File: config.mk
export PLATFORM = sky130hd
export DESIGN_NAME = print
export DESIGN_NICKNAME = d
export VERILOG_FILES = /design/src/hdl/soc_pkg.sv /design/src/hdl/print.sv
export SDC_FILE = /design/constraint.sdc
export NUM_CORES = 1
export LEC_CHECK = 0
export BUFFER_PORTS_ARGS = -buffer_cell sky130_fd_sc_hd__buf_2
export CAP_MARGIN = 20
export CORE_MARGIN = 4
export CORE_UTILIZATION = 29
export CTS_BUF_LIST = sky130_fd_sc_hd__clkbuf_8
export DETAILED_ROUTE_END_ITERATION = 10
export GPL_TIMING_DRIVEN = 0
export PLACE_DENSITY = 0.91
export SLEW_MARGIN = 20
export SYNTH_ARGS = -nofsm -noshare
export SYNTH_HDL_FRONTEND = slang
export SYNTH_SLANG_ARGS = --single-unit
export TNS_END_PERCENT = 20
File: constraint.sdc
create_clock -name clk -period 3.7 [get_ports clk]
set_input_delay 0.185 -clock clk [delete_from_list [all_inputs] [get_ports clk]]
set_output_delay 0.185 -clock clk [all_outputs]
set_load 0.05 [all_outputs]
File: src/hdl/soc_pkg.sv
package soc_pkg;

  // ##################################################
  // Bus widths.
  // ##################################################
  localparam int XLEN   = 32;
  localparam int STRB_W = 4;

  // ##################################################
  // Address map.
  // ##################################################
  localparam logic [XLEN-1:0] BRAM_BASE  = 32'h0000_0000;
  localparam logic [XLEN-1:0] BRAM_TOP   = 32'h0000_1000;
  localparam logic [XLEN-1:0] PRINT_BASE = 32'h1000_0000;
  localparam logic [XLEN-1:0] PRINT_TOP  = 32'h1000_0010;
  localparam logic [XLEN-1:0] CLINT_BASE = 32'h0200_0000;
  localparam logic [XLEN-1:0] CLINT_TOP  = 32'h0200_C000;

  // Words in the block RAM.
  localparam int BRAM_DEPTH = 1024;

  // ##################################################
  // CLINT register offsets.
  // ##################################################
  localparam logic [XLEN-1:0] MSIP_OFS        = 32'h0000_0000;
  localparam logic [XLEN-1:0] MTIMECMP_LO_OFS = 32'h0000_4000;
  localparam logic [XLEN-1:0] MTIMECMP_HI_OFS = 32'h0000_4004;
  localparam logic [XLEN-1:0] MTIME_LO_OFS    = 32'h0000_BFF8;
  localparam logic [XLEN-1:0] MTIME_HI_OFS    = 32'h0000_BFFC;

  localparam int MTIME_W = 64;

endpackage

File: src/hdl/print.sv
`timescale 1ns/100ps

module print
  import soc_pkg::*;
(
  input  logic              clk,
  input  logic              rst,
  input  logic              valid_i,
  input  logic [XLEN-1:0]   addr_i,
  input  logic [XLEN-1:0]   wdata_i,
  input  logic [STRB_W-1:0] wstrb_i,
  output logic [XLEN-1:0]   rdata_o,
  output logic              ready_o,
  output logic [7:0]        char_o,
  output logic              char_valid_o
);

  logic accept;
  logic emit;

  assign accept = valid_i & ~ready_o;
  // Only the low byte lane carries a character.
  assign emit   = accept & wstrb_i[0] & (addr_i < (PRINT_TOP - PRINT_BASE));

  assign rdata_o = '0;

  always_ff @(posedge clk) begin
    if (!rst) begin
      ready_o      <= 1'b0;
      char_valid_o <= 1'b0;
    end else begin
      ready_o      <= accept;
      char_valid_o <= emit;
    end
  end

  always_ff @(posedge clk) begin
    if (emit) begin
      char_o <= wdata_i[7:0];
    end
  end

endmodule

## Word-level counts from Yosys, hierarchy flattened

Index checks and enable logic that the tools add are counted.

- Latch bits: 0
- Memory bits (writable): 0
- Memories: 0
- Register bits after elaboration: 10
- Memory bits (read-only): 0
- Logic and storage cells: 8

- Add/subtract/negate cells: 0
- Equal/unequal tests: 0
- Mux-type cells: 0
- Order comparisons: 1
- Multipliers: 0
- Reduce and logical (&&, ||, !) cells: 0
- Bitwise gates (word level): 4
- Shifts and indexed selects: 0
- Divide/modulo/power cells: 0

Operators by type and width:

| operator | number |
|---|---|
| $lt A32 B5 Y1 const B | 1 |
| $and A1 B1 Y1 | 3 |
| $not A1 Y1 | 1 |

## Longest topological paths before layout

- Depth after elaboration: 4
- Depth in mapped cells: 3

## Least setup slack after synthesis

No wires, ideal clock.

- Path type: register to register
- Start point: reg ready_o
- End point: reg char_o[0] (enable)
- Slack: 1968 ps
- Period minus slack after synthesis: 1732 ps
- Data arrival time: 1362 ps
- Stages on the path, launching flop included: 4
- Data required time: 3330 ps
- Setup time: 370 ps
- Path buffers: 0
- Cell sequence: dfxtp_1 -> nor4b_1 -> nand4_1 -> nor2_1

- Longest elaborated chain between the ends: 4

Ends and longest elaborated chain:

| what | line | source |
|---|---|---|
| start, declared | print.sv:13 | `output logic ready_o,` |
| start signal, assigned | print.sv:32 | `ready_o <= accept;` |
| $not A1 Y1 | print.sv:21 | `assign accept = valid_i & ~ready_o;` |
| $and A1 B1 Y1 | print.sv:21 |  |
| $and A1 B1 Y1 (2 in series) | print.sv:23 | `assign emit = accept & wstrb_i[0] & (addr_i < (PRINT_TOP - PRINT_BASE));` |
| net emit | print.sv:19 | `logic emit;` |
| end signal, assigned | print.sv:39 | `char_o <= wdata_i[7:0];` |
| end, declared | print.sv:14 | `output logic [7:0] char_o,` |

The timed path passes the listed nets, and every way through them passes these cells.
A chain may end at the register's enable or synchronous reset.

## Final worst setup path

- Start point: reg ready_o
- End point: reg char_o[7] (enable)

The elaborated chain is that of the path after synthesis.

==> flow_summary.toml <==
[final_layout]
drive_gt1_frac = 0.624
final_common_cell = "buf_2"
mostFrequentLayoutCells = "buf_2, buf_4, conb_1"
finalNetCount = 213
n_antenna_cell = 0
fillers = 197
post-route-util = 0.531
area_growth_pct = 68.5
stdcell_count = 168

[clock_tree]
post_cts_buffers = 0
cts_max_path_buffers = 2
numCtsBuffers = 3
clock-sinks = 10
clkSlewWorstSetupHoldPaths_ns = 0.04
clk-insertion-delay-late_ns = 0.23
cts-root-buf = "clkbuf_8"
cts_resized = 0
cts_tree = "built"
h-tree-depth = 1
hold_buffers = 0

[setup_path]
rr_startpoint = "ready_o$_SDFF_PN0_"
r2r_slack_ns = 2.00
r2r_cells = 3
cp_max_fo = 8
crit_slowest_cell = "nor2_1"
worstPathCellList = "nor4b_1, nand4_1, nor2_1"
crit_required_ns = 3.56
worst-setup-path-type = "flip-flop to flip-flop"
arrival_ns = 1.56
cp-start-kind = "flip-flop"
crit_end = "char_o[7]$_DFFE_PP_"
regToRegEndpoint = "char_o[7]$_DFFE_PP_"
cpPeakStageDelay_ns = 0.53
end_kind = "flip-flop"
startpoint = "ready_o$_SDFF_PN0_"

[sta]
grt_setup_unrepaired = "no"
setup_viol = 0
hold_violations = 0
min_period_ns = 1.70
slew_viol_final = 0
worst_slew_pin_slew_ns = 0.621
hold_ws_ns = 0.130
finalClockSkew_ns = 0.00243
period_share = 0.460
slew_headroom = 0.584
finalSetupTns_ns = 0
clock.fmax_mhz = 588

[power_and_ir_drop]
finalPower_uw = 359
p_per_area_nw_per_um2 = 332
vdd_drop_max_mv = 0.175
leakage_uw = 0.000606

[detailed_routing]
viasPerCell = 3.54
wl_per_cell_um = 9.47
vias = 594
drt_wl_total_um = 1590
drtIter0Drc = 7
drt_pass1_iterations = 4
ant_nets = 0
drcViolationCount = 0

[yosys]
avgSynthCellArea_um2 = 11.3
synth.yosys.warnings = 0
syn_area_um2 = 643
synth.largest_area_cell = "buf_4"
synth_cell_type_count = 15
yosysTopAreaCellShare = 0.374
synth-seq-cells = 10
ys_seq_area_frac = 0.436
yosys-top-cells-area = "buf_4, edfxtp_1, dfxtp_1"
postSynthCellCount = 57

[job]
drv_cap = 0

[placed_design]
gp_congestion = 0.652
hpwlAfterDp_um = 1480
numPortBuffers = 49
dp_cells = 164

[hold_path]
hold_path_class = "input port to flip-flop"

[global_routing]
grt_pass1_wl_um = 2210
grt_usage = 0.105
gr-total-overflow = 0
antenna_found_initial = 0
grt_pass1_vias = 577
grt_max_degree = 9

[die]
die_width_um = 55.1
ios = 113
dieArea_um2 = 3030
coreArea_um2 = 2040
rows = 16
fp.dieH_um = 55.1
start_util = 0.315

[run_status]
status = "finished, final reports clean"
worst min path at each step:
stage | to | cells past startpoint | slack (ns) | start
after floorplan | char_o[0]$_DFFE_PP_ | 0 | 0.28 | wdata_i[0]
after global placement | char_o[1]$_DFFE_PP_ | 1 | 0.36 | wdata_i[1]
after detailed placement | char_o[4]$_DFFE_PP_ | 1 | 0.36 | wdata_i[4]
after CTS | char_o[4]$_DFFE_PP_ | 1 | 0.12 | wdata_i[4]
after global routing | char_o[1]$_DFFE_PP_ | 1 | 0.12 | wdata_i[1]
final | char_o[4]$_DFFE_PP_ | 1 | 0.13 | wdata_i[4]
worst max-delay path: cells and delay by family, from the launching register on:
| kind | cells | cell delay [ns] |
|---|---|---|
| flops | 1 | 0.32 |
| simple gates | 3 | 1.01 |
power breakdown:
part | internal (µW) | switching [µW]
Sequential | 122 | 0.512
Clock | 72.0 | 36.4
Combinational | 40.5 | 87.5
area by class of cell:
class / instances / area (µm²) / share of cell area
plain buffers: 32 / 240 / 0.222
clock buffers: 3 / 41.3 / 0.0381
clock inverters: 1 / 3.75 / 0.00346
inverters: 1 / 3.75 / 0.00346
multi-input cells: 45 / 235 / 0.217
flip-flops and latches: 10 / 280 / 0.259
well taps: 27 / 33.8 / 0.0312
repair buffers: 49 / 245 / 0.226
flip-flops by register name, indices dropped and copies added, names as in the netlist:
name and flops:
char_o 8, ready_o 1, char_valid_o 1
cell usage after synthesis (all sizes together):
cell and n:
nor4b 2, nor3b 1, buf 32, nor3 2, conb 1, nand4 2
nor4 5, edfxtp 8, dfxtp 2, inv 1, nor2 1
cells by family (layout without fill, tap and decap cells):
family | after synthesis | in the layout | share of synthesized area
AND/OR/NAND/NOR | 13 | 13 | 0.179
buffers and inverters | 33 | 86 | 0.379
other | 1 | 32 | 0.00583
flip-flops | 10 | 10 | 0.436
through the flow:
stage,cell area [µm²],setup WS [ns]
after global routing,1080,1.86
after global placement,1040,2.06
after detailed placement,1040,1.98
final,1080,2.00
after CTS,1080,1.97
after floorplan,759,1.97
per-layer routing:
| metal | GRT usage | wire length (µm) | vias up |
|---|---|---|---|
| met1 | 0.0768 | 425 | 241 |
| met3 | 0.0241 | 305 | 2 |
| li1 | - | - | 302 |
| met5 | 0 | 0 | - |
| met4 | 0.0729 | 8 | 0 |
| met2 | 0.222 | 851 | 49 |
Power figures use the tool's default switching activity.
