--- src/hdl/soc_pkg.sv ---
package soc_pkg;

  // ##################################################
  // Bus widths.
  // ##################################################
  localparam int XLEN   = 32;
  localparam int STRB_W = 4;

  // ##################################################
  // Address map.
  // ##################################################
  localparam logic [XLEN-1:0] BRAM_BASE  = 32'h0000_0000;
  localparam logic [XLEN-1:0] BRAM_TOP   = 32'h0000_1000;
  localparam logic [XLEN-1:0] PRINT_BASE = 32'h1000_0000;
  localparam logic [XLEN-1:0] PRINT_TOP  = 32'h1000_0010;
  localparam logic [XLEN-1:0] CLINT_BASE = 32'h0200_0000;
  localparam logic [XLEN-1:0] CLINT_TOP  = 32'h0200_C000;

  // Words in the block RAM.
  localparam int BRAM_DEPTH = 1024;

  // ##################################################
  // CLINT register offsets.
  // ##################################################
  localparam logic [XLEN-1:0] MSIP_OFS        = 32'h0000_0000;
  localparam logic [XLEN-1:0] MTIMECMP_LO_OFS = 32'h0000_4000;
  localparam logic [XLEN-1:0] MTIMECMP_HI_OFS = 32'h0000_4004;
  localparam logic [XLEN-1:0] MTIME_LO_OFS    = 32'h0000_BFF8;
  localparam logic [XLEN-1:0] MTIME_HI_OFS    = 32'h0000_BFFC;

  localparam int MTIME_W = 64;

endpackage

--- src/hdl/clint.sv ---
`timescale 1ns/100ps

module clint
  import soc_pkg::*;
(
  input  logic              clk,
  input  logic              rst,
  input  logic              rtc_i,
  input  logic              valid_i,
  input  logic [XLEN-1:0]   addr_i,
  input  logic [XLEN-1:0]   wdata_i,
  input  logic [STRB_W-1:0] wstrb_i,
  output logic [XLEN-1:0]   rdata_o,
  output logic              ready_o,
  output logic              msip_o,
  output logic              mtip_o
);

  logic [2:0]         rtc_sync;
  logic               rtc_rise;
  logic [MTIME_W-1:0] mtime_q;
  logic [MTIME_W-1:0] mtimecmp_q;
  logic               msip_q;
  logic               accept;
  logic               wr_en;
  logic [XLEN-1:0]    rd_data;

  function automatic logic [XLEN-1:0] merge(input logic [XLEN-1:0]   old,
                                            input logic [XLEN-1:0]   data,
                                            input logic [STRB_W-1:0] strb);
    logic [XLEN-1:0] res;
    res = old;
    for (int b = 0; b < STRB_W; b++) begin
      if (strb[b]) begin
        res[8*b +: 8] = data[8*b +: 8];
      end
    end
    return res;
  endfunction

  // ##################################################
  // RTC synchronizer and edge detect.
  // ##################################################
  always_ff @(posedge clk) begin
    if (!rst) begin
      rtc_sync <= '0;
    end else begin
      rtc_sync <= {rtc_sync[1:0], rtc_i};
    end
  end

  assign rtc_rise = rtc_sync[1] & ~rtc_sync[2];

  assign accept = valid_i & ~ready_o;
  assign wr_en  = accept & (|wstrb_i);

  // ##################################################
  // Registers.
  // ##################################################
  always_ff @(posedge clk) begin
    if (!rst) begin
      mtime_q    <= '0;
      mtimecmp_q <= '1;
      msip_q     <= 1'b0;
      mtip_o     <= 1'b0;
      ready_o    <= 1'b0;
    end else begin
      ready_o <= accept;
      mtip_o  <= mtime_q >= mtimecmp_q;
      if (rtc_rise) begin
        mtime_q <= mtime_q + 1'b1;
      end
      // A software write beats the tick.
      if (wr_en) begin
        case (addr_i)
          MSIP_OFS: begin
            if (wstrb_i[0]) begin
              msip_q <= wdata_i[0];
            end
          end
          MTIMECMP_LO_OFS: mtimecmp_q[XLEN-1:0] <= merge(mtimecmp_q[XLEN-1:0], wdata_i, wstrb_i);
          MTIMECMP_HI_OFS: begin
            mtimecmp_q[MTIME_W-1:XLEN] <= merge(mtimecmp_q[MTIME_W-1:XLEN], wdata_i, wstrb_i);
          end
          MTIME_LO_OFS: mtime_q[XLEN-1:0] <= merge(mtime_q[XLEN-1:0], wdata_i, wstrb_i);
          MTIME_HI_OFS: mtime_q[MTIME_W-1:XLEN] <= merge(mtime_q[MTIME_W-1:XLEN], wdata_i, wstrb_i);
          default: ;
        endcase
      end
    end
  end

  always_comb begin
    case (addr_i)
      MSIP_OFS:        rd_data = {{(XLEN-1){1'b0}}, msip_q};
      MTIMECMP_LO_OFS: rd_data = mtimecmp_q[XLEN-1:0];
      MTIMECMP_HI_OFS: rd_data = mtimecmp_q[MTIME_W-1:XLEN];
      MTIME_LO_OFS:    rd_data = mtime_q[XLEN-1:0];
      MTIME_HI_OFS:    rd_data = mtime_q[MTIME_W-1:XLEN];
      default:         rd_data = '0;
    endcase
  end

  always_ff @(posedge clk) begin
    if (accept) begin
      rdata_o <= rd_data;
    end
  end

  assign msip_o = msip_q;

endmodule

--- config.mk ---
export PLATFORM = sky130hd
export DESIGN_NAME = clint
export DESIGN_NICKNAME = d
export VERILOG_FILES = /design/src/hdl/soc_pkg.sv /design/src/hdl/clint.sv
export SDC_FILE = /design/constraint.sdc
export NUM_CORES = 1
export LEC_CHECK = 0
export ABC_CLOCK_PERIOD_IN_PS = 6500
export BUFFER_PORTS_ARGS = -buffer_cell sky130_fd_sc_hd__buf_2
export CORE_MARGIN = 3
export CORE_UTILIZATION = 29
export DETAILED_ROUTE_END_ITERATION = 8
export PLACE_DENSITY = 0.54
export SLEW_MARGIN = 20
export SYNTH_ARGS = -nofsm -noshare
export SYNTH_HDL_FRONTEND = slang
export SYNTH_SLANG_ARGS = --single-unit
--- constraint.sdc ---
create_clock -name clk -period 6.5 [get_ports clk]
set_clock_uncertainty 0.1 [all_clocks]
set_input_delay 0 -clock clk [delete_from_list [all_inputs] [get_ports clk]]
set_output_delay 0 -clock clk [all_outputs]
set_load 0.01 [all_outputs]
==> Word level (Yosys, flattened, before mapping) <==
Index checks and enable logic that the tools add are counted.
{ "op_classes": {"add_sub_neg": 1, "order_cmp": 1, "eq_ne": 12, "mux": 9, "bitwise_logic": 5, "reduce_logical": 11} }
{ "ops": {"columns": ["cell", "count"], "rows": [
  ["$pmux 32 s5", 1],
  ["$mux 64", 2],
  ["$add 64x1->64 const B", 1],
  ["$eq 32x15->1 const B", 2],
  ["$eq 32x16->1 const B", 2],
  ["$ge 64x64->1", 1],
  ["$mux 32", 2],
  ["$logic_not 32->1", 1],
  ["$mux 8", 4],
  ["$reduce_and 3->1", 9],
  ["$ne 3x3->1 const B", 8],
  ["$reduce_or 4->1", 1],
  ["$and 1x1->1", 3],
  ["$not 1->1", 2]
]} }
{ "totals": {"ff_bits": 166, "in_bits": 72, "out_inout_bits": 35, "elab_cells": 60} }

==> Logic depth before layout (Yosys ltp) <==
{ "logic_depth": {"word_depth": 5, "ltp_mapped": 9, "depth_no_buf": 8} }

==> Worst setup path before layout <==
No wires, ideal clock.
{ "synth_path": {"path_kind": "reg-to-reg", "start": "register ready_o", "end": "register mtime_q[11]", "setup_ps": 132, "arrival_time_ps": 2968, "required_ps": 6268, "path_slack_ps": 3299, "path_stages_with_launch": 10, "n_path_buf": 3, "period_less_slack_ps": 3201, "path_cell_list": "dfxtp_1 nor2b_1 clkbuf_1 o41ai_2 nor4_2 buf_4 buf_4 nor2_1 o31ai_1 a21oi_1"} }
{ "synth_via": {"elab_chain_len": 4, "word_cells_on_any_way": 5, "classes_between": "eq/ne: 1; mux: 1; bitwise: 3"} }
{ "synth_lines": {"columns": ["item", "line", "source"], "rows": [
  ["start: declaration", "clint.sv:14", "output logic ready_o,"],
  ["start signal: assignment", "clint.sv:68", "ready_o <= accept;"],
  ["$not 1->1 *", "clint.sv:54", "assign accept = valid_i & ~ready_o;"],
  ["$and 1x1->1 *", "clint.sv:54", null],
  ["net accept", "clint.sv:24", "logic accept;"],
  ["$and 1x1->1 *", "clint.sv:55", "assign wr_en = accept & (|wstrb_i);"],
  ["$ne 3x3->1 (no line) / $mux 64 (equally long branches)", null, null],
  ["end signal: assignment", "clint.sv:71", "mtime_q <= mtime_q + 1'b1;"],
  ["end signal: indexed assignment", "clint.sv:85", "MTIME_LO_OFS: mtime_q[XLEN-1:0] <= merge(mtime_q[XLEN-1:0], wdata_i, wstrb_i);"],
  ["end signal: indexed assignment", "clint.sv:86", "MTIME_HI_OFS: mtime_q[MTIME_W-1:XLEN] <= merge(mtime_q[MTIME_W-1:XLEN], wdata_i, wstrb_i);"],
  ["end: declaration", "clint.sv:21", "logic [MTIME_W-1:0] mtime_q;"]
]} }
The timed path passes the listed nets; every way through them passes the cells marked *.
A chain may end at the register's enable or synchronous reset.

==> Final worst setup path <==
{ "layout_path": {"start": "register ready_o", "end": "register mtime_q[19]"} }
{ "layout_via": {"elab_chain_len": 4, "word_cells_on_any_way": 5, "classes_between": "eq/ne: 1; mux: 1; bitwise: 3"} }
{ "layout_lines": {"columns": ["item", "line"], "rows": [
  ["$not 1->1 *", "clint.sv:54"],
  ["$and 1x1->1 *", "clint.sv:54"],
  ["$and 1x1->1 *", "clint.sv:55"],
  ["$ne 3x3->1 (no line) / $mux 64 (equally long branches)", null]
]} }
Mark *: on every way between the ends. The rest lies on a longest branch, timed or not.

==> summary.txt <==
Worst setup path
  – Req. time, crit path: ~6.7 ns
  – WS Path Type: reg -> reg
  – Crit Path Max Fanout: 47
  – Setup crit start kind: flip-flop
  – CP Capture Type: flip-flop
  – Worst Path Arrival: between 3 and 4 ns

Route
  – DR DRC count: 0
  – Post-route ant nets: 0
  – Starting DRT DRC Count: 696
  – Vias: roughly 9.7k
  – TritonRoute pass-1 iters: 5
  – Via density: approximately 5.5
  – DR WL/cell: 19.8 µm
  – Final WL: around 35000 µm

Final layout
  – Non-filler cells, final: 1754
  – Multi-input logic area: ~5800 µm²
  – Diode count: 0
  – Layout cells sized above 1: between 10% and 20%
  – Commonest non-fill, non-tap cell in the layout: dfxtp_1
  – Fill count: around 3.6k
  – Util after Layout: 35.3%
  – Area occupied by registers: about 3600 µm²
  – Area growth syn-to-layout: 18.6%
  – Final Instance Area: 11900 µm²
  – Most frequent cells in the layout: dfxtp_1 (134), nand2_1 (131), buf_2 (106), nor2_1 (85), inv_1 (78)
  – Final nets: ~1.4k

Timing
  – # setup viols final: 0
  – Worst Slack Setup Final: between 3 and 4 ns
  – Slew margin rel.: 32.3%
  – Final Critical Period: ~3.4 ns
  – Worst Tran Pin Value: ~1 ns
  – RSZ-0062 raised after global routing: no
  – Fin. max-slew vios: 0
  – Final Hold Fails: 0
  – Setup TNS: 0 ns
  – Fin crit share: around 52%
  – Fmax: 295 MHz

Place
  – Placed Cells: ~1.7k
  – Pre-CTS WS: between 3 and 4 ns
  – Final GP Congestion: around 0.85
  – Port buffer count: ~110
  – Post-DP HPWL: approximately 25000 µm
  – Placed Area: 11000 µm²

Clock network
  – Clk slew on worst S/H paths: 0.07 ns
  – CTS Buf Count: 17
  – Clock Sinks: 166
  – CTS tree: built
  – H-tree levels: 4
  – Longest Clk Path Bufs: 2
  – Worst skew pair latency: 0.44 ns
  – CTS Root Cell: clkbuf_16
  – Cts repair resizes: 0

Synth
  – Post-synth ARST share: 0%
  – Syn_area_per_cell: about 8.5 µm²
  – Post-Syn Nets: roughly 1.3k
  – Seq/Total Area, Yosys: 36.2%
  – Mapped Area: 10100 µm²
  – Total number of yosys warnings: 0
  – Yosys reg bits: between 150 and 200
  – Post-synth top flop: dfxtp_1
  – Gate Count Post-Synth: roughly 1.2k
  – Number of synthesized flops with an enable pin: 32
  – Synth unique cells: 73

Outcome
  – Status: complete, no violations

Pwr
  – Combinational Power Share: approximately 6.0%
  – Leak: between 5 and 6 nW
  – Clock share of power: roughly 46%
  – Maximum vdd drop: 0.000170 V
  – Internal: 1.67 mW
  – NetSw: approximately 0.56 mW
  – PwrDens: 186 nW/µm²
  – Sequential Power Share: 47.7%
  – Switching Fraction: approximately 25%

Die
  – IO Pins: 107
  – FP Rows: between 60 and 70
  – Core Box Area: approximately 34000 µm²
  – Die area: approximately 37000 µm²
  – Die span in x: 192 µm
  – Die height: between 150 and 200 µm
  – Initial core utilization: around 30%

GRT
  – Vias in the first global route: between 9k and 10k
  – Overflow after GRT: 0
  – GRT Util Overall: a little under a fifth
  – Initial antenna violation count: 0
  – Largest net degree at the start of global routing: between 60 and 70
  – First-pass GRT wire length: roughly 53000 µm

Worst hold path
  – Hold crit path type: in -> reg

Job
  – Maxcap violations: 0
## what timing repair did
item	CTS	global route
endpoints found under the hold margin	129	0
buffers inserted	0	0
hold buffers	39	0
## flip-flops by register name, summed over array words and instances (netlist names)
register / count
ready_o: 1
mtimecmp_q: 64
rdata_o: 32
mtime_q: 64
rtc_sync: 3
mtip_o: 1
msip_o: 1
## logic make-up (layout without fill, tap and decap cells)
| kind of cell | Yosys count | in the layout | synth area share, % |
|---|---|---|---|
| xor+xnor | 3 | 3 | 0.261 |
| buf+inv | 150 | 270 | 6.08 |
| compound gates | 331 | 331 | 22.7 |
| flops | 166 | 166 | 36.2 |
| simple gates | 430 | 430 | 22.5 |
| fa+ha+maj | 65 | 65 | 8.08 |
| mux | 41 | 41 | 4.14 |
## Yosys cell counts, drive strengths merged, types with 3 or more instances
master | count | share of area, %
o21a | 4 | 0.30
and4 | 9 | 0.78
nand4b | 3 | 0.41
ha | 65 | 8.1
a22oi | 4 | 0.30
nand3b | 3 | 0.22
a41oi | 4 | 0.35
nand2b | 5 | 0.31
a32oi | 5 | 0.43
and2 | 20 | 1.3
nor2b | 3 | 0.19
a211oi | 19 | 1.4
nor4 | 31 | 2.8
mux2 | 5 | 0.56
a21o | 6 | 0.45
clkbuf | 40 | 1.5
edfxtp | 32 | 9.5
nand3 | 33 | 1.6
o311ai | 4 | 0.35
a311oi | 5 | 0.43
nand4 | 39 | 2.5
dfxtp | 134 | 27
buf | 31 | 1.6
nor3b | 3 | 0.22
nor2 | 85 | 3.2
or4 | 4 | 0.34
o22ai | 3 | 0.19
o211ai | 68 | 5.1
or3 | 5 | 0.31
a221o | 32 | 3.2
mux2i | 36 | 3.6
a21oi | 73 | 3.6
o21ai | 56 | 2.8
o31a | 3 | 0.26
nand2 | 131 | 4.9
a2111oi | 4 | 0.35
nor3 | 20 | 1.0
and3 | 30 | 1.9
a31oi | 20 | 1.2
inv | 78 | 2.9
## power groups by stage
stage                     sequential (mW)  clock, mW  combinational [mW]
final                                1.06       1.03               0.133
after global routing                 1.06       1.09               0.144
after CTS                            1.06       1.05               0.135
after detailed placement             1.09          0               0.116
after global placement               1.09          0               0.116
after floorplan                      1.09          0              0.0433
## routing by layer
layer | track usage (%) | vias to the layer above | wire length [µm]
met2 | 29.3 | 317 | 15600
met4 | 5.83 | 0 | 757
met1 | 26.3 | 4634 | 16500
li1 | - | 4702 | -
met3 | 2.60 | 42 | 1890
met5 | 0 | - | 0
## path summary, 6_finish.rpt
kind | depth (start not counted) | from | slack (ns) | end
worst min register to register | 1 | rtc_sync[0] | 0.34 | rtc_sync[1]
worst max-delay path | 7 | ready_o | 3.11 | mtime_q[19]
worst min-delay path | 4 | wstrb_i[2] | 0.03 | mtime_q[17]
worst max register to register | 7 | ready_o | 3.11 | mtime_q[19]
## layout make-up
type / instances / share of cell area, %
multi-input combinational: 870 / 48.8
sequential: 166 / 30.5
timing repair buffer: 159 / 8.59
tap: 448 / 4.69
clock buffer: 18 / 3.77
inverter: 79 / 2.48
clock inverter: 14 / 1.15
## critical path: stages (launching register included)
cell and delay, ns:
dfxtp_1 0.34, nor2b_4 0.10, buf_4 0.57, o41a_1 0.39, nand4_1 0.72, nor2_1 0.57, a211oi_1 0.09, a2111oi_0 0.36
## metrics by stage
| step | power (mW) | hold slack, ns |
|---|---|---|
| 6_report | 2.22 | 0.0278 |
| 5_1_grt | 2.30 | 0.0568 |
| 4_1_cts | 2.25 | 0.0112 |
| 3_5_place_dp | 1.20 | 0.116 |
| 3_3_place_gp | 1.20 | 0.117 |
| 2_1_floorplan | 1.13 | 0.0240 |
Power figures use the tool's default switching activity.
