--- src/hdl/soc_pkg.sv ---
package soc_pkg;

  // ##################################################
  // Bus widths.
  // ##################################################
  localparam int XLEN   = 32;
  localparam int STRB_W = 4;

  // ##################################################
  // Address map.
  // ##################################################
  localparam logic [XLEN-1:0] BRAM_BASE  = 32'h0000_0000;
  localparam logic [XLEN-1:0] BRAM_TOP   = 32'h0000_1000;
  localparam logic [XLEN-1:0] PRINT_BASE = 32'h1000_0000;
  localparam logic [XLEN-1:0] PRINT_TOP  = 32'h1000_0010;
  localparam logic [XLEN-1:0] CLINT_BASE = 32'h0200_0000;
  localparam logic [XLEN-1:0] CLINT_TOP  = 32'h0200_C000;

  // Words in the block RAM.
  localparam int BRAM_DEPTH = 1024;

  // ##################################################
  // CLINT register offsets.
  // ##################################################
  localparam logic [XLEN-1:0] MSIP_OFS        = 32'h0000_0000;
  localparam logic [XLEN-1:0] MTIMECMP_LO_OFS = 32'h0000_4000;
  localparam logic [XLEN-1:0] MTIMECMP_HI_OFS = 32'h0000_4004;
  localparam logic [XLEN-1:0] MTIME_LO_OFS    = 32'h0000_BFF8;
  localparam logic [XLEN-1:0] MTIME_HI_OFS    = 32'h0000_BFFC;

  localparam int MTIME_W = 64;

endpackage

--- src/hdl/bus_router.sv ---
`timescale 1ns/100ps

module bus_router
  import soc_pkg::*;
(
  input  logic              clk,
  input  logic              rst,
  // Instruction master.
  input  logic              imem_valid_i,
  input  logic [XLEN-1:0]   imem_addr_i,
  input  logic [XLEN-1:0]   imem_wdata_i,
  input  logic [STRB_W-1:0] imem_wstrb_i,
  output logic [XLEN-1:0]   imem_rdata_o,
  output logic              imem_ready_o,
  // Data master.
  input  logic              dmem_valid_i,
  input  logic [XLEN-1:0]   dmem_addr_i,
  input  logic [XLEN-1:0]   dmem_wdata_i,
  input  logic [STRB_W-1:0] dmem_wstrb_i,
  output logic [XLEN-1:0]   dmem_rdata_o,
  output logic              dmem_ready_o,
  // Block RAM slave.
  output logic              bram_valid_o,
  output logic [XLEN-1:0]   bram_addr_o,
  output logic [XLEN-1:0]   bram_wdata_o,
  output logic [STRB_W-1:0] bram_wstrb_o,
  input  logic [XLEN-1:0]   bram_rdata_i,
  input  logic              bram_ready_i,
  // Print slave.
  output logic              print_valid_o,
  output logic [XLEN-1:0]   print_addr_o,
  output logic [XLEN-1:0]   print_wdata_o,
  output logic [STRB_W-1:0] print_wstrb_o,
  input  logic [XLEN-1:0]   print_rdata_i,
  input  logic              print_ready_i,
  // CLINT slave.
  output logic              clint_valid_o,
  output logic [XLEN-1:0]   clint_addr_o,
  output logic [XLEN-1:0]   clint_wdata_o,
  output logic [STRB_W-1:0] clint_wstrb_o,
  input  logic [XLEN-1:0]   clint_rdata_i,
  input  logic              clint_ready_i
);

  // Slave vectors are ordered {clint, print, bram}.
  logic [2:0]      own_i_q;
  logic [2:0]      own_d_q;
  logic [2:0]      own_i_d;
  logic [2:0]      own_d_d;
  logic [2:0]      hit_i;
  logic [2:0]      hit_d;
  logic [2:0]      slv_ready;
  logic [2:0]      done_i;
  logic [2:0]      done_d;
  logic [XLEN-1:0] addr_i_rb;
  logic [XLEN-1:0] addr_d_rb;

  function automatic logic in_window(input logic [XLEN-1:0] addr,
                                     input logic [XLEN-1:0] base,
                                     input logic [XLEN-1:0] top);
    return (addr - base) < (top - base);
  endfunction

  // Clint first, then print; anything else lands on the RAM.
  function automatic logic [2:0] decode(input logic [XLEN-1:0] addr);
    if (in_window(addr, CLINT_BASE, CLINT_TOP)) begin
      return 3'b100;
    end else if (in_window(addr, PRINT_BASE, PRINT_TOP)) begin
      return 3'b010;
    end
    return 3'b001;
  endfunction

  function automatic logic [XLEN-1:0] rebase(input logic [XLEN-1:0] addr);
    if (in_window(addr, CLINT_BASE, CLINT_TOP)) begin
      return addr - CLINT_BASE;
    end else if (in_window(addr, PRINT_BASE, PRINT_TOP)) begin
      return addr - PRINT_BASE;
    end else if (in_window(addr, BRAM_BASE, BRAM_TOP)) begin
      return addr - BRAM_BASE;
    end
    return addr;
  endfunction

  assign hit_i     = decode(imem_addr_i);
  assign hit_d     = decode(dmem_addr_i);
  assign addr_i_rb = rebase(imem_addr_i);
  assign addr_d_rb = rebase(dmem_addr_i);

  // ##################################################
  // Responses follow the registered owner.
  // ##################################################
  assign slv_ready = {clint_ready_i, print_ready_i, bram_ready_i};
  assign done_i    = own_i_q & slv_ready;
  assign done_d    = own_d_q & slv_ready;

  assign imem_ready_o = |done_i;
  assign dmem_ready_o = |done_d;

  assign imem_rdata_o = ({XLEN{done_i[0]}} & bram_rdata_i)
                      | ({XLEN{done_i[1]}} & print_rdata_i)
                      | ({XLEN{done_i[2]}} & clint_rdata_i);
  assign dmem_rdata_o = ({XLEN{done_d[0]}} & bram_rdata_i)
                      | ({XLEN{done_d[1]}} & print_rdata_i)
                      | ({XLEN{done_d[2]}} & clint_rdata_i);

  // ##################################################
  // Grant.
  // ##################################################
  always_comb begin
    own_d_d = own_d_q & ~slv_ready;
    own_i_d = own_i_q & ~slv_ready;
    // A master is not decoded again in its own ready cycle.
    if (dmem_valid_i && !dmem_ready_o) begin
      own_d_d = own_d_d | hit_d;
    end
    if (imem_valid_i && !imem_ready_o) begin
      own_i_d = own_i_d | hit_i;
    end
    // Data wins a shared slave.
    own_i_d = own_i_d & ~own_d_d;
  end

  always_ff @(posedge clk) begin
    if (!rst) begin
      own_i_q <= '0;
      own_d_q <= '0;
    end else begin
      own_i_q <= own_i_d;
      own_d_q <= own_d_d;
    end
  end

  // Slave side muxes.
  assign bram_valid_o  = (own_d_d[0] & dmem_valid_i) | (own_i_d[0] & imem_valid_i);
  assign bram_addr_o   = own_d_d[0] ? addr_d_rb : addr_i_rb;
  assign bram_wdata_o  = own_d_d[0] ? dmem_wdata_i : imem_wdata_i;
  assign bram_wstrb_o  = own_d_d[0] ? dmem_wstrb_i : imem_wstrb_i;

  assign print_valid_o = (own_d_d[1] & dmem_valid_i) | (own_i_d[1] & imem_valid_i);
  assign print_addr_o  = own_d_d[1] ? addr_d_rb : addr_i_rb;
  assign print_wdata_o = own_d_d[1] ? dmem_wdata_i : imem_wdata_i;
  assign print_wstrb_o = own_d_d[1] ? dmem_wstrb_i : imem_wstrb_i;

  assign clint_valid_o = (own_d_d[2] & dmem_valid_i) | (own_i_d[2] & imem_valid_i);
  assign clint_addr_o  = own_d_d[2] ? addr_d_rb : addr_i_rb;
  assign clint_wdata_o = own_d_d[2] ? dmem_wdata_i : imem_wdata_i;
  assign clint_wstrb_o = own_d_d[2] ? dmem_wstrb_i : imem_wstrb_i;

endmodule

--- config.mk ---
export PLATFORM = sky130hd
export DESIGN_NAME = bus_router
export DESIGN_NICKNAME = d
export VERILOG_FILES = /design/src/hdl/soc_pkg.sv /design/src/hdl/bus_router.sv
export SDC_FILE = /design/constraint.sdc
export NUM_CORES = 1
export LEC_CHECK = 0
export BUFFER_PORTS_ARGS = -buffer_cell sky130_fd_sc_hd__buf_2
export CAP_MARGIN = 20
export CORE_AREA = 5 5 196 198
export DETAILED_ROUTE_END_ITERATION = 6
export DIE_AREA = 0 0 201 203
export GPL_TIMING_DRIVEN = 0
export PLACE_DENSITY = 0.37
export SYNTH_ARGS = -nofsm -noshare
export SYNTH_HDL_FRONTEND = slang
export SYNTH_SLANG_ARGS = --single-unit
--- constraint.sdc ---
create_clock -name clk -period 2.45 [get_ports clk]
set_input_delay 0 -clock clk [delete_from_list [all_inputs] [get_ports clk]]
set_output_delay 0 -clock clk [all_outputs]
set_load 0.01 [all_outputs]
# == Word-level counts from Yosys, hierarchy flattened ==
# Index checks and enable logic that the tools add are counted.
# op_classes
add_sub_neg,4
order_cmp,6
n_mux,35
n_bitwise,28
n_reduce_logical,6
# op_table
op,count
two-way mux 32 bit,14
AND 32 bit,6
OR 32 bit,4
< comparator 32 x 13 -> 1 bit (second input constant),2
< comparator 32 x 16 -> 1 bit (second input constant),2
< comparator 32 x 5 -> 1 bit (second input constant),2
subtractor 32 x 26 -> 32 bit (second input constant),2
subtractor 32 x 29 -> 32 bit (second input constant),2
two-way mux 3 bit,8
AND 3 bit,5
two-way mux 4 bit,3
two-way mux 1 bit,10
AND 1 bit,6
NOT 3 bit,2
OR 3 bit,2
OR reduction 3 bit,2
OR 1 bit,3
logical AND 1 bit,2
logical NOT 1 bit,2
# totals
reg_bits,6
in_bits,239
out_inout_bits,273
elab_cells,81

# == Logic depth before layout (Yosys ltp) ==
# Gate-level depths: netlist (run 1).
# logic_depth
word_depth,11
depth_mapped,11
depth_no_buf,8

# == Least setup slack after synthesis (run 1) ==
# OpenSTA, ideal clock, no wires.
# synth_path
path_kind,reg2out
from,register own_d_q[2]
to,output port print_addr_o[25]
arrival_ns,2.224
t_required_ns,2.450
slack_ns,0.226
path_stages_with_launch,10
n_path_buf,3
path_cell_list,dfxtp_1 > and2_1 > clkbuf_1 > or3_1 > or2_1 > nor2b_4 > a21o_1 > buf_6 > buf_2 > mux2i_1
# synth_between
elab_chain_cells,6
# synth_lines
element,line,source
start: declaration,bus_router.sv:47,logic [2:0] own_d_q;
start signal: assignment,bus_router.sv:130,own_d_q <= own_d_d;
AND 3 bit,bus_router.sv:95,assign done_d = own_d_q & slv_ready;
OR reduction 3 bit,bus_router.sv:98,assign dmem_ready_o = |done_d;
via dmem_ready_o,bus_router.sv:21,"output logic dmem_ready_o,"
logical NOT 1 bit,bus_router.sv:114,if (dmem_valid_i && !dmem_ready_o) begin
logical AND 1 bit,bus_router.sv:114,
two-way mux 3 bit,bus_router.sv:114,
two-way mux 32 bit,bus_router.sv:141,assign print_addr_o = own_d_d[1] ? addr_d_rb : addr_i_rb;
end: declaration,bus_router.sv:31,"output logic [XLEN-1:0] print_addr_o,"
# The timed path passes the listed nets, and every way through them passes these cells.

# == Worst setup path in the final report (run 1) ==
# layout_path
from,register own_d_q[1]
to,output port print_addr_o[21]
# layout_between
elab_chain_cells,6
word_cells_on_any_way,8
classes_between,mux: 2; bitwise: 3; reduce/logical: 3
# layout_lines
element,line
AND 3 bit,bus_router.sv:95
OR reduction 3 bit,bus_router.sv:98
logical NOT 1 bit,bus_router.sv:114
logical AND 1 bit,bus_router.sv:114
two-way mux 3 bit *,bus_router.sv:114
two-way mux 32 bit *,bus_router.sv:141
# Mark *: on every way between the ends. The rest lies on a longest branch, timed or not.

==> results of run 1 <==
==> cell usage after synthesis (5+ instances only) <==
master,count
sky130_fd_sc_hd__buf_4,7
sky130_fd_sc_hd__mux2_4,60
sky130_fd_sc_hd__dfxtp_1,6
sky130_fd_sc_hd__and2_1,9
sky130_fd_sc_hd__inv_1,13
sky130_fd_sc_hd__mux2i_1,20
sky130_fd_sc_hd__buf_6,7
sky130_fd_sc_hd__or3_1,5
sky130_fd_sc_hd__nor4_1,9
sky130_fd_sc_hd__nand2b_1,7
sky130_fd_sc_hd__mux2_2,81
sky130_fd_sc_hd__ha_1,10
sky130_fd_sc_hd__o21ai_0,6
sky130_fd_sc_hd__a22oi_1,66
sky130_fd_sc_hd__nand2_1,140
sky130_fd_sc_hd__clkbuf_1,30
sky130_fd_sc_hd__nor2_1,11
sky130_fd_sc_hd__nor2b_1,7
sky130_fd_sc_hd__mux2_1,42
sky130_fd_sc_hd__nand3_1,9
==> report_power, final <==
| group | internal (mW) | switching, mW |
|---|---|---|
| Combinational | 1.05 | 0.819 |
| Sequential | 0.101 | 0.00110 |
| Clock | 0.209 | 0.0541 |
| Total | 1.36 | 0.874 |
==> metal layers <==
| metal | wire length, um | track usage | share of wire |
|---|---|---|---|
| met5 | 94 | 0 | 0.0029 |
| met4 | 369 | 0.0189 | 0.011 |
| met3 | 2120 | 0.0367 | 0.065 |
| met2 | 16500 | 0.261 | 0.51 |
| met1 | 13300 | 0.169 | 0.41 |
==> per-stage QoR <==
| stage | cell area, um^2 | instances | power, mW | hold slack (ns) | setup slack [ns] |
|---|---|---|---|---|---|
| 2_1_floorplan | 4720 | 588 | 0.738 | 0.111 | 0.226 |
| 3_3_place_gp | 7850 | 1566 | 1.44 | 0.257 | -0.748 |
| 3_5_place_dp | 7860 | 1566 | 1.43 | 0.248 | -0.746 |
| 4_1_cts | 9180 | 1596 | 2.11 | 0.0139 | -0.142 |
| 5_1_grt | 9880 | 1606 | 2.36 | 0.0183 | -0.161 |
| 6_report | 9880 | 1606 | 2.24 | 0.0108 | -0.0834 |
==> worst paths after layout <==
kind         startpoint          endpoint  slack (ns)
min reg2reg  own_i_q[1]        own_i_q[1]        0.66
max reg2reg  own_d_q[1]        own_i_q[0]        0.13
max          own_d_q[1]  print_addr_o[21]       -0.08
min                 rst        own_d_q[1]        0.01
==> logic make-up after synthesis <==
kind of cell	count (synthesis)	synth area share
muxes	203	0.527
DFF	6	0.0255
AOI/OAI and AO/OA	92	0.146
and+or+nand+nor	214	0.205
xor gates and xnor gates	2	0.00372
buffers and inverters	61	0.0661
adders and majority gates	10	0.0265
==> state kept, by name, indices dropped and copies added (netlist names) <==
| register | cells |
|---|---|
| own_d_q | 3 |
| own_i_q | 3 |
==> placed cells by master (no fill, tap or decap), drive strengths merged, types with 2 or more instances in the layout <==
cell and count:
nand3 9, nor2 11, nor3 4, nor4 9
buf 569, dfxtp 6, ha 10, a22oi 66
and2 9, or3 5, a32o 3, nand2 140
o21ai 6, nand4 4, clkbuf 29, a21oi 5
nand2b 7, a21boi 2, mux2i 20, nor3b 3
inv 13, xnor2 2, nor2b 8, mux2 183
==> cell type report <==
cell class | instances | share of cell area
multi-input cells | 521 | 0.474
repair buffers | 552 | 0.395
well taps | 468 | 0.0592
plain buffers | 43 | 0.0466
flip-flops and latches | 6 | 0.0123
clock buffers | 3 | 0.00759
inverters | 13 | 0.00620
==> what timing repair did <==
item                                   CTS  global route
setup endpoints to repair              213           197
pin swaps                                9             4
buffers inserted                        23            14
gates cloned                             7             4
resized for setup                      197           148
endpoints found under the hold margin    0             0
hold buffers                             0             0
==> impl_metrics.env, run 1 <==
export IMPL_outcome="complete, but fails checks"
export IMPL_failed_checks="setup timing"
export IMPL_worst_setup_path_type="reg -> out"
export IMPL_antenna_found_initial=8
export IMPL_number_of_enable_type_register_cells_in_the_synthesized_netlist=0
export IMPL_numPortBuffers=510
export IMPL_grt_pass1_vias=6957
export IMPL_cts_tree="built"
export IMPL_critPathBufInv=4
export IMPL_worst_skew_pair_late_latency_ns=0.23
export IMPL_detailed_placer_s_ending_hpwl_um=25700
export IMPL_layout_area_overhead_vs_synth_pct=110
export IMPL_crit_path_max_fanout=10
export IMPL_vdd_drop_max_uv=192
export IMPL_asyncSetResetFlopFracSynth=0
export IMPL_die_area_mm2=0.0408
export IMPL_min_delay_path_depth=2
export IMPL_setup_violations_final=84
export IMPL_placement_rows=70
export IMPL_drc_errors=0
export IMPL_rsz0062_at_grt="yes"
export IMPL_numCtsBuffers=3
export IMPL_post_synth_top_flop="sky130_fd_sc_hd__dfxtp_1"
export IMPL_drt_pass_1_iters=6
export IMPL_share_of_post_route_cells_with_drive_strength_above_1=0.693
export IMPL_insertedDiodeCount=0
export IMPL_detail_route_iter0_violations=318
export IMPL_vias=6882
export IMPL_worstSetupEndpointType="output port"
export IMPL_sequential_cell_area_um2=121
export IMPL_cell_count_after_synthesis=588
export IMPL_path_depth=10
export IMPL_synthTopCellsByArea="sky130_fd_sc_hd__mux2_2 (19%), sky130_fd_sc_hd__mux2_4 (19%), sky130_fd_sc_hd__nand2_1 (11%)"
export IMPL_synth_top_area_frac=0.193
export IMPL_synth_top_area_cell="sky130_fd_sc_hd__mux2_2"
export IMPL_critical_path_cell_chain="and2_4 -> or3_4 -> or2_4 -> nor2b_4 -> buf_6 -> a21o_4 -> buf_12 -> buf_12 -> mux2_4 -> buf_2"
export IMPL_syn_mean_instance_area_um2=8.02
export IMPL_crit_path_frequent_cell="sky130_fd_sc_hd__buf_12"
export IMPL_design_final_nets=1389
export IMPL_critPathMaxStageDelay_ns=0.39
export IMPL_yosys_warnings=0
export IMPL_worst_ep_arrival_time_ns=2.53
export IMPL_clkSinkCount=6
export IMPL_floorplan_die_height_um=203
export IMPL_timing_final_crit_period_ns=2.53
export IMPL_routabilityCongestion=0.778
export IMPL_tightest_slew_ns=0.686
export IMPL_worst_clock_skew_ns=0.000427
export IMPL_postRouteWirelength_um=32300
export IMPL_fill_cells=3948
export IMPL_power_density_mw_per_mm2=226
export IMPL_worst_endpoint_required_ns=2.45
export IMPL_number_of_library_cell_types_mapped_by_synthesis=46
export IMPL_post_drt_via_cell_ratio=4.29
export IMPL_io_pin_count=512
export IMPL_hold_crit_path_type="in -> reg"
export IMPL_p_leak_nw=5.19
export IMPL_synth_area_mm2=0.00472
export IMPL_max_freq_mhz=395
export IMPL_yosysSeqAreaShare=0.0255
export IMPL_timing_hold_violations_final=0
export IMPL_grt_overflow_total=0
export IMPL_timing_critical_path_slowest_stage_cell="sky130_fd_sc_hd__or3_4"
export IMPL_postSynthNetCount=837
export IMPL_crit_family="simple AND/OR/NAND/NOR gates"
export IMPL_worst_r2r_cell_count=11
export IMPL_die_width_um=201
export IMPL_postLayoutCoreUtil=0.272
export IMPL_drtAntennaViolNets=0
export IMPL_grt_start_max_net_pins=11
export IMPL_drv_cap=0
export IMPL_slew_headroom=0.542
export IMPL_number_of_levels_in_the_clock_h_tree=1
export IMPL_maxSlewViolCount=0
export IMPL_grt_pass1_wl_um=45300
export IMPL_multi_input_area_mm2=0.00468
export IMPL_global_route_usage_total=0.141
export IMPL_ys_ff_latch=6
export IMPL_avgRoutedWirePerCell_um=20.1
export IMPL_final_setup_tns_ns=-4.21
export IMPL_finalWorstSetupSlack_ns=-0.0834
export IMPL_initial_core_util=0.130
export IMPL_post_route_period_util=1.03
export IMPL_floorplan_core_area_mm2=0.0363
export IMPL_cts_root_to_sink_buffers=2
export IMPL_setup_worst_path_start_class="flip-flop"
export IMPL_path_clk_slew_ns=0.03
export IMPL_clk_root_buffer_cell="sky130_fd_sc_hd__clkbuf_16"
No activity file was read; power rests on OpenSTA's default activity.
==> run 2, diff against run 1 <==
==> constraint.sdc (replaced) <==
create_clock -name clk -period 2.6 [get_ports clk]
set_input_delay 0 -clock clk [delete_from_list [all_inputs] [get_ports clk]]
set_output_delay 0 -clock clk [all_outputs]
set_load 0.02 [all_outputs]
==> run 2 against run 1 <==
Core utilization down 1.5 points; combinational power about the same; critical path type unchanged; the flow now finishes without violations; cell count down 0.93%; clock skew up 0.00056 ns; global-route usage down 0.45 points; largest power group unchanged; count of clock-buffer cells in the layout unchanged; critical endpoint unchanged; total power down 2.0%; design area down 5.6%; worst hold slack about the same; routed wire length down 2.7%; first-iteration DRC count up 12%.
==> impl_metrics.env, run 2 (same netlist as run 1, synthesis figures left out) <==
export IMPL_outcome="complete, no violations"
export IMPL_switching_share=0.454
export IMPL_grt_overflow_total=0
export IMPL_mostFrequentLayoutCell="sky130_fd_sc_hd__buf_2"
export IMPL_highest_count_cells_in_the_layout_ignoring_fill_and_taps="sky130_fd_sc_hd__buf_2 (417), sky130_fd_sc_hd__nand2_1 (140), sky130_fd_sc_hd__mux2_4 (105), sky130_fd_sc_hd__buf_6 (82), sky130_fd_sc_hd__a22oi_1 (66)"
export IMPL_grt_start_max_net_pins=11
export IMPL_detailed_placer_s_ending_hpwl_um=25700
export IMPL_grt_pass1_vias=6852
export IMPL_die_area_mm2=0.0408
export IMPL_placement_rows=70
export IMPL_worst_endpoint_required_ns=2.60
export IMPL_post_drt_via_cell_ratio=4.28
export IMPL_comb_power_share=0.843
export IMPL_numPortBuffers=510
export IMPL_timing_final_crit_period_ns=2.56
export IMPL_intPower_mw=1.20
export IMPL_drtAntennaViolNets=0
export IMPL_layout_cell_area_non_filler_mm2=0.00933
export IMPL_global_route_usage_total=0.137
export IMPL_power_density_mw_per_mm2=235
export IMPL_total_power_mw=2.19
export IMPL_power_sequential_fraction=0.044
export IMPL_grt_met2_usage=0.250
export IMPL_design_final_nets=1374
export IMPL_hold_crit_path_type="in -> reg"
export IMPL_io_pin_count=512
export IMPL_grt_met3_usage=0.0350
export IMPL_avgRoutedWirePerCell_um=19.8
export IMPL_vdd_drop_max_uv=181
export IMPL_p_sw_uw=996
export IMPL_cts_tree="built"
export IMPL_layout_area_overhead_vs_synth_pct=97.8
export IMPL_rsz0062_at_grt="yes"
export IMPL_worst_skew_pair_late_latency_ns=0.23
export IMPL_setup_worst_path_start_class="flip-flop"
export IMPL_drc_errors=0
export IMPL_drv_cap=0
export IMPL_insertedDiodeCount=0
export IMPL_maxSlewViolCount=0
export IMPL_numCtsBuffers=3
export IMPL_vias=6813
export IMPL_path_clk_slew_ns=0.03
export IMPL_setup_violations_final=0
export IMPL_tightest_slew_ns=0.689
export IMPL_met1_usage=0.165
export IMPL_drt_pass_1_iters=5
export IMPL_worstSetupEndpointType="output port"
export IMPL_cts_root_to_sink_buffers=2
export IMPL_place_area_mm2=0.00786
export IMPL_floorplan_die_height_um=203
export IMPL_routabilityCongestion=0.778
export IMPL_clk_root_buffer_cell="sky130_fd_sc_hd__clkbuf_16"
export IMPL_post_route_period_util=0.984
export IMPL_antenna_found_initial=8
export IMPL_number_of_levels_in_the_clock_h_tree=1
export IMPL_worst_setup_path_type="reg -> out"
export IMPL_busiest_layer_in_global_routing="met2"
export IMPL_floorplan_core_area_mm2=0.0363
export IMPL_share_of_post_route_cells_with_drive_strength_above_1=0.672
export IMPL_clkSinkCount=6
export IMPL_worst_clock_skew_ns=0.000987
export IMPL_initial_core_util=0.130
export IMPL_postRouteWirelength_um=31400
export IMPL_detail_route_iter0_violations=355
export IMPL_die_width_um=201
export IMPL_slew_headroom=0.540
export IMPL_worst_ep_arrival_time_ns=2.56
export IMPL_reg_largest_list="own_d_q x3, own_i_q x3"
export IMPL_power_share_clock=0.113
export IMPL_timing_hold_violations_final=0
export IMPL_crit_path_max_fanout=10
export IMPL_p_leak_nw=4.96
export IMPL_grt_pass1_wl_um=44100
export IMPL_max_freq_mhz=391
run 2: power by group through the flow:
| stage | clock [mW] | sequential, mW | combinational, mW |
|---|---|---|---|
| 2_1_floorplan | 0 | 0.0972 | 0.811 |
| 3_3_place_gp | 0 | 0.0975 | 1.46 |
| 3_5_place_dp | 0 | 0.0974 | 1.46 |
| 4_1_cts | 0.252 | 0.0963 | 1.59 |
| 5_1_grt | 0.260 | 0.0966 | 1.95 |
| 6_report | 0.248 | 0.0963 | 1.85 |
run 2: worst paths after layout:
path | from | endpoint | slack [ns] | cells after the start
min | rst | own_d_q[1] | 0.01 | 2
min reg2reg | own_i_q[1] | own_i_q[1] | 0.66 | 3
max reg2reg | own_d_q[1] | own_i_q[0] | 0.49 | 9
max | own_d_q[1] | print_addr_o[21] | 0.04 | 9
run 2: per-stage QoR:
stage          hold slack (ns)  setup TNS, ns  utilization  worst slack, ns  instances
2_1_floorplan            0.122              0            -            0.157        588
3_3_place_gp             0.257         -83.33        0.216           -0.631       1566
3_5_place_dp             0.248         -81.65        0.216           -0.627       1566
4_1_cts                 0.0139       -0.00667        0.231         -0.00667       1581
5_1_grt                 0.0183          -2.09        0.257          -0.0617       1591
6_report                0.0108              0        0.257           0.0427       1591
run 2: what timing repair did:
item,4_1_cts,5_1_grt
resized for setup,77,251
cloned,2,3
setup buffers,13,7
pin swaps,5,6
setup endpoints to repair,209,192
hold buffers,0,0
run 2: critical path, stage by stage (launching register included):
cell                      delay [ns]
sky130_fd_sc_hd__dfxtp_2        0.30
sky130_fd_sc_hd__and2_4         0.15
sky130_fd_sc_hd__or3_4          0.40
sky130_fd_sc_hd__or2_4          0.29
sky130_fd_sc_hd__nor2b_4        0.16
sky130_fd_sc_hd__a21o_1         0.18
sky130_fd_sc_hd__buf_12         0.19
sky130_fd_sc_hd__buf_12         0.17
sky130_fd_sc_hd__mux2_4         0.30
sky130_fd_sc_hd__buf_2          0.17
run 2: final cells by class:
type / count / area (um^2)
buffer: 45 / 432
tap: 468 / 586
multi-input combinational: 521 / 4590
timing repair buffer: 535 / 3460
sequential: 6 / 121
fill: 4016 / 27000
inverter: 13 / 56.3
clock buffer: 3 / 75.1
run 2: metal layers:
metal | vias to the layer above | part of all wire
met3 | 36 | 0.069
met1 | 3208 | 0.41
li1 | 3240 | -
met4 | 14 | 0.013
met2 | 315 | 0.51
met5 | - | 0.0030
==> run 3, diff against run 2 <==
--- a/config.mk
+++ b/config.mk
@@ -8,6 +8,7 @@
 export BUFFER_PORTS_ARGS = -buffer_cell sky130_fd_sc_hd__buf_2
 export CAP_MARGIN = 20
 export CORE_AREA = 5 5 196 198
+export CTS_CLUSTER_DIAMETER = 120
 export DETAILED_ROUTE_END_ITERATION = 6
 export DIE_AREA = 0 0 201 203
 export GPL_TIMING_DRIVEN = 0
==> constraint.sdc (replaced) <==
create_clock -name clk -period 2.8 [get_ports clk]
set_input_delay 0 -clock clk [delete_from_list [all_inputs] [get_ports clk]]
set_output_delay 0 -clock clk [all_outputs]
set_load 0.02 [all_outputs]
==> run 3 against run 2 <==
Count of clock-buffer cells in the layout stayed put; clock power is 7% lower; total power shrank 22%; worst setup slack gained 0.074 ns; critical path type unchanged; core utilization down 3.2 points; first-iteration DRC count is 14% lower; sequential power decreased by 7.2%; via count fell by 2.9%; highest routed layer unchanged.
==> impl_metrics.env, run 3 (same netlist as run 1, synthesis figures left out) <==
export IMPL_outcome="complete, no violations"
export IMPL_timing_final_crit_period_ns=2.68
export IMPL_io_pin_count=512
export IMPL_highest_count_cells_in_the_layout_ignoring_fill_and_taps="sky130_fd_sc_hd__buf_2 (508), sky130_fd_sc_hd__nand2_1 (140), sky130_fd_sc_hd__mux2_2 (83), sky130_fd_sc_hd__a22oi_1 (66), sky130_fd_sc_hd__mux2_4 (60)"
export IMPL_min_to="own_d_q[1]"
export IMPL_clkSinkCount=6
export IMPL_postLayoutCoreUtil=0.225
export IMPL_worst_r2r_cell_count=8
export IMPL_design_final_nets=1353
export IMPL_grt_overflow_total=0
export IMPL_floorplan_die_height_um=203
export IMPL_critPathMaxStageDelay_ns=0.42
export IMPL_hold_worst_slack_ns=0.0123
export IMPL_detail_route_iter0_violations=306
export IMPL_initial_core_util=0.130
export IMPL_grt_start_max_net_pins=11
export IMPL_layout_area_overhead_vs_synth_pct=73.0
export IMPL_critical_path_cell_chain="and2_2 -> or3_4 -> or2_4 -> nor2b_4 -> a21o_1 -> buf_12 -> buf_8 -> mux2_4 -> buf_2"
export IMPL_sequential_cell_area_um2=120
export IMPL_path_clk_slew_ns=0.03
export IMPL_timing_critical_path_slowest_stage_cell="sky130_fd_sc_hd__or3_4"
export IMPL_crit_family="simple AND/OR/NAND/NOR gates"
export IMPL_multi_input_area_mm2=0.00436
export IMPL_min_delay_path_depth=2
export IMPL_cts_root_to_sink_buffers=2
export IMPL_max_freq_mhz=373
export IMPL_reg_largest_list="own_d_q x3, own_i_q x3"
export IMPL_worst_ep_arrival_time_ns=2.68
export IMPL_floorplan_core_area_mm2=0.0363
export IMPL_timing_hold_violations_final=0
export IMPL_avgRoutedWirePerCell_um=19.1
export IMPL_worst_endpoint_required_ns=2.80
export IMPL_timing_rr_end="own_d_q[1]"
export IMPL_post_drt_via_cell_ratio=4.21
export IMPL_postRouteWirelength_um=30100
export IMPL_critPathBufInv=3
export IMPL_post_route_period_util=0.958
export IMPL_slew_headroom=0.527
export IMPL_die_area_mm2=0.0408
export IMPL_numPortBuffers=510
export IMPL_r2r_start="own_d_q[2]"
export IMPL_antenna_found_initial=8
export IMPL_worst_setup_path_type="reg -> out"
export IMPL_total_power_mw=1.71
export IMPL_vdd_drop_max_uv=166
export IMPL_routabilityCongestion=0.778
export IMPL_hold_crit_path_type="in -> reg"
export IMPL_fill_cells=4118
export IMPL_number_of_levels_in_the_clock_h_tree=1
export IMPL_die_width_um=201
export IMPL_hp_start="rst"
export IMPL_power_density_mw_per_mm2=209
export IMPL_vias=6613
export IMPL_cts_tree="built"
export IMPL_global_route_usage_total=0.134
export IMPL_cts_hold_buffers_added=0
export IMPL_rsz0062_at_grt="no"
export IMPL_grt_pass1_wl_um=43200
export IMPL_worst_skew_pair_late_latency_ns=0.23
export IMPL_mostFrequentLayoutCell="sky130_fd_sc_hd__buf_2"
export IMPL_drc_errors=0
export IMPL_crit_path_max_fanout=10
export IMPL_drtAntennaViolNets=0
export IMPL_clk_root_buffer_cell="sky130_fd_sc_hd__clkbuf_16"
export IMPL_reg2reg_slack_ns=0.63
export IMPL_drt_pass_1_iters=7
export IMPL_worst_clock_skew_ns=0.000879
export IMPL_drv_cap=0
export IMPL_insertedDiodeCount=0
export IMPL_worstSetupEndpointType="output port"
export IMPL_tightest_slew_ns=0.703
export IMPL_p_leak_nw=4.36
export IMPL_maxSlewViolCount=0
export IMPL_setup_worst_path_start_class="flip-flop"
export IMPL_detailed_placer_s_ending_hpwl_um=25700
export IMPL_share_of_post_route_cells_with_drive_strength_above_1=0.633
export IMPL_setup_violations_final=0
export IMPL_grt_pass1_vias=6750
export IMPL_numCtsBuffers=3
export IMPL_placement_rows=70
-- run 3: cell types whose count changed in the layout (fill, tap and decap cells not counted), moves of 17 or more --
cell	before	now
sky130_fd_sc_hd__mux2_1	14	40
sky130_fd_sc_hd__buf_12	22	5
sky130_fd_sc_hd__buf_4	27	4
sky130_fd_sc_hd__buf_2	417	508
sky130_fd_sc_hd__mux2_2	64	83
sky130_fd_sc_hd__buf_6	82	4
sky130_fd_sc_hd__mux2_4	105	60
-- run 3: power by group --
part	internal [mW]	leakage [nW]	switching [mW]	total, mW
Combinational	0.581	4.27	0.807	1.39
Sequential	0.0885	0.0488	0.000882	0.0894
Clock	0.183	0.0370	0.0473	0.230
Total	0.852	4.36	0.856	1.71
-- run 3: layout make-up --
cell class                 count  area share
multi-input combinational    521       0.534
timing repair buffer         514       0.320
tap                          468      0.0718
buffer                        45      0.0442
sequential                     6      0.0147
clock buffer                   3     0.00920
inverter                      13     0.00598
-- run 3: timing repair --
action                                 4_1_cts  5_1_grt
endpoints found under the hold margin        0        0
resized for setup                           21       31
pin swaps                                    1        0
setup endpoints to repair                  207      140
setup buffers                                4        0
-- run 3: metrics by stage --
| step | setup slack, ns | TNS [ns] | instance area [um^2] | cells |
|---|---|---|---|---|
| 5_1_grt | 0.0110 | 0 | 8160 | 1570 |
| 3_5_place_dp | -0.427 | -44.93 | 7860 | 1566 |
| 3_3_place_gp | -0.431 | -45.94 | 7850 | 1566 |
| 6_report | 0.117 | 0 | 8160 | 1570 |
| 4_1_cts | -0.00172 | -0.00254 | 8050 | 1570 |
| 2_1_floorplan | 0.357 | 0 | 4720 | 588 |
-- run 3: how the worst max path moves through the flow --
stage	from	end	slack, ns	depth (start not counted)
4_1_cts	dmem_addr_i[28]	bram_addr_o[6]	-0.002	13
2_1_floorplan	own_d_q[2]	print_addr_o[25]	0.36	9
5_1_grt	own_d_q[2]	print_addr_o[13]	0.01	9
3_3_place_gp	dmem_addr_i[28]	bram_addr_o[25]	-0.43	12
6_report	own_d_q[2]	print_addr_o[15]	0.12	9
3_5_place_dp	dmem_addr_i[28]	bram_addr_o[25]	-0.43	12
-- run 3: layer usage --
layer / share of wire / track usage / vias up
li1: - / - / 3191
met1: 0.41 / 0.161 / 3069
met5: 0.0031 / 0 / -
met4: 0.014 / 0.0202 / 14
met2: 0.50 / 0.243 / 303
met3: 0.070 / 0.0361 / 36
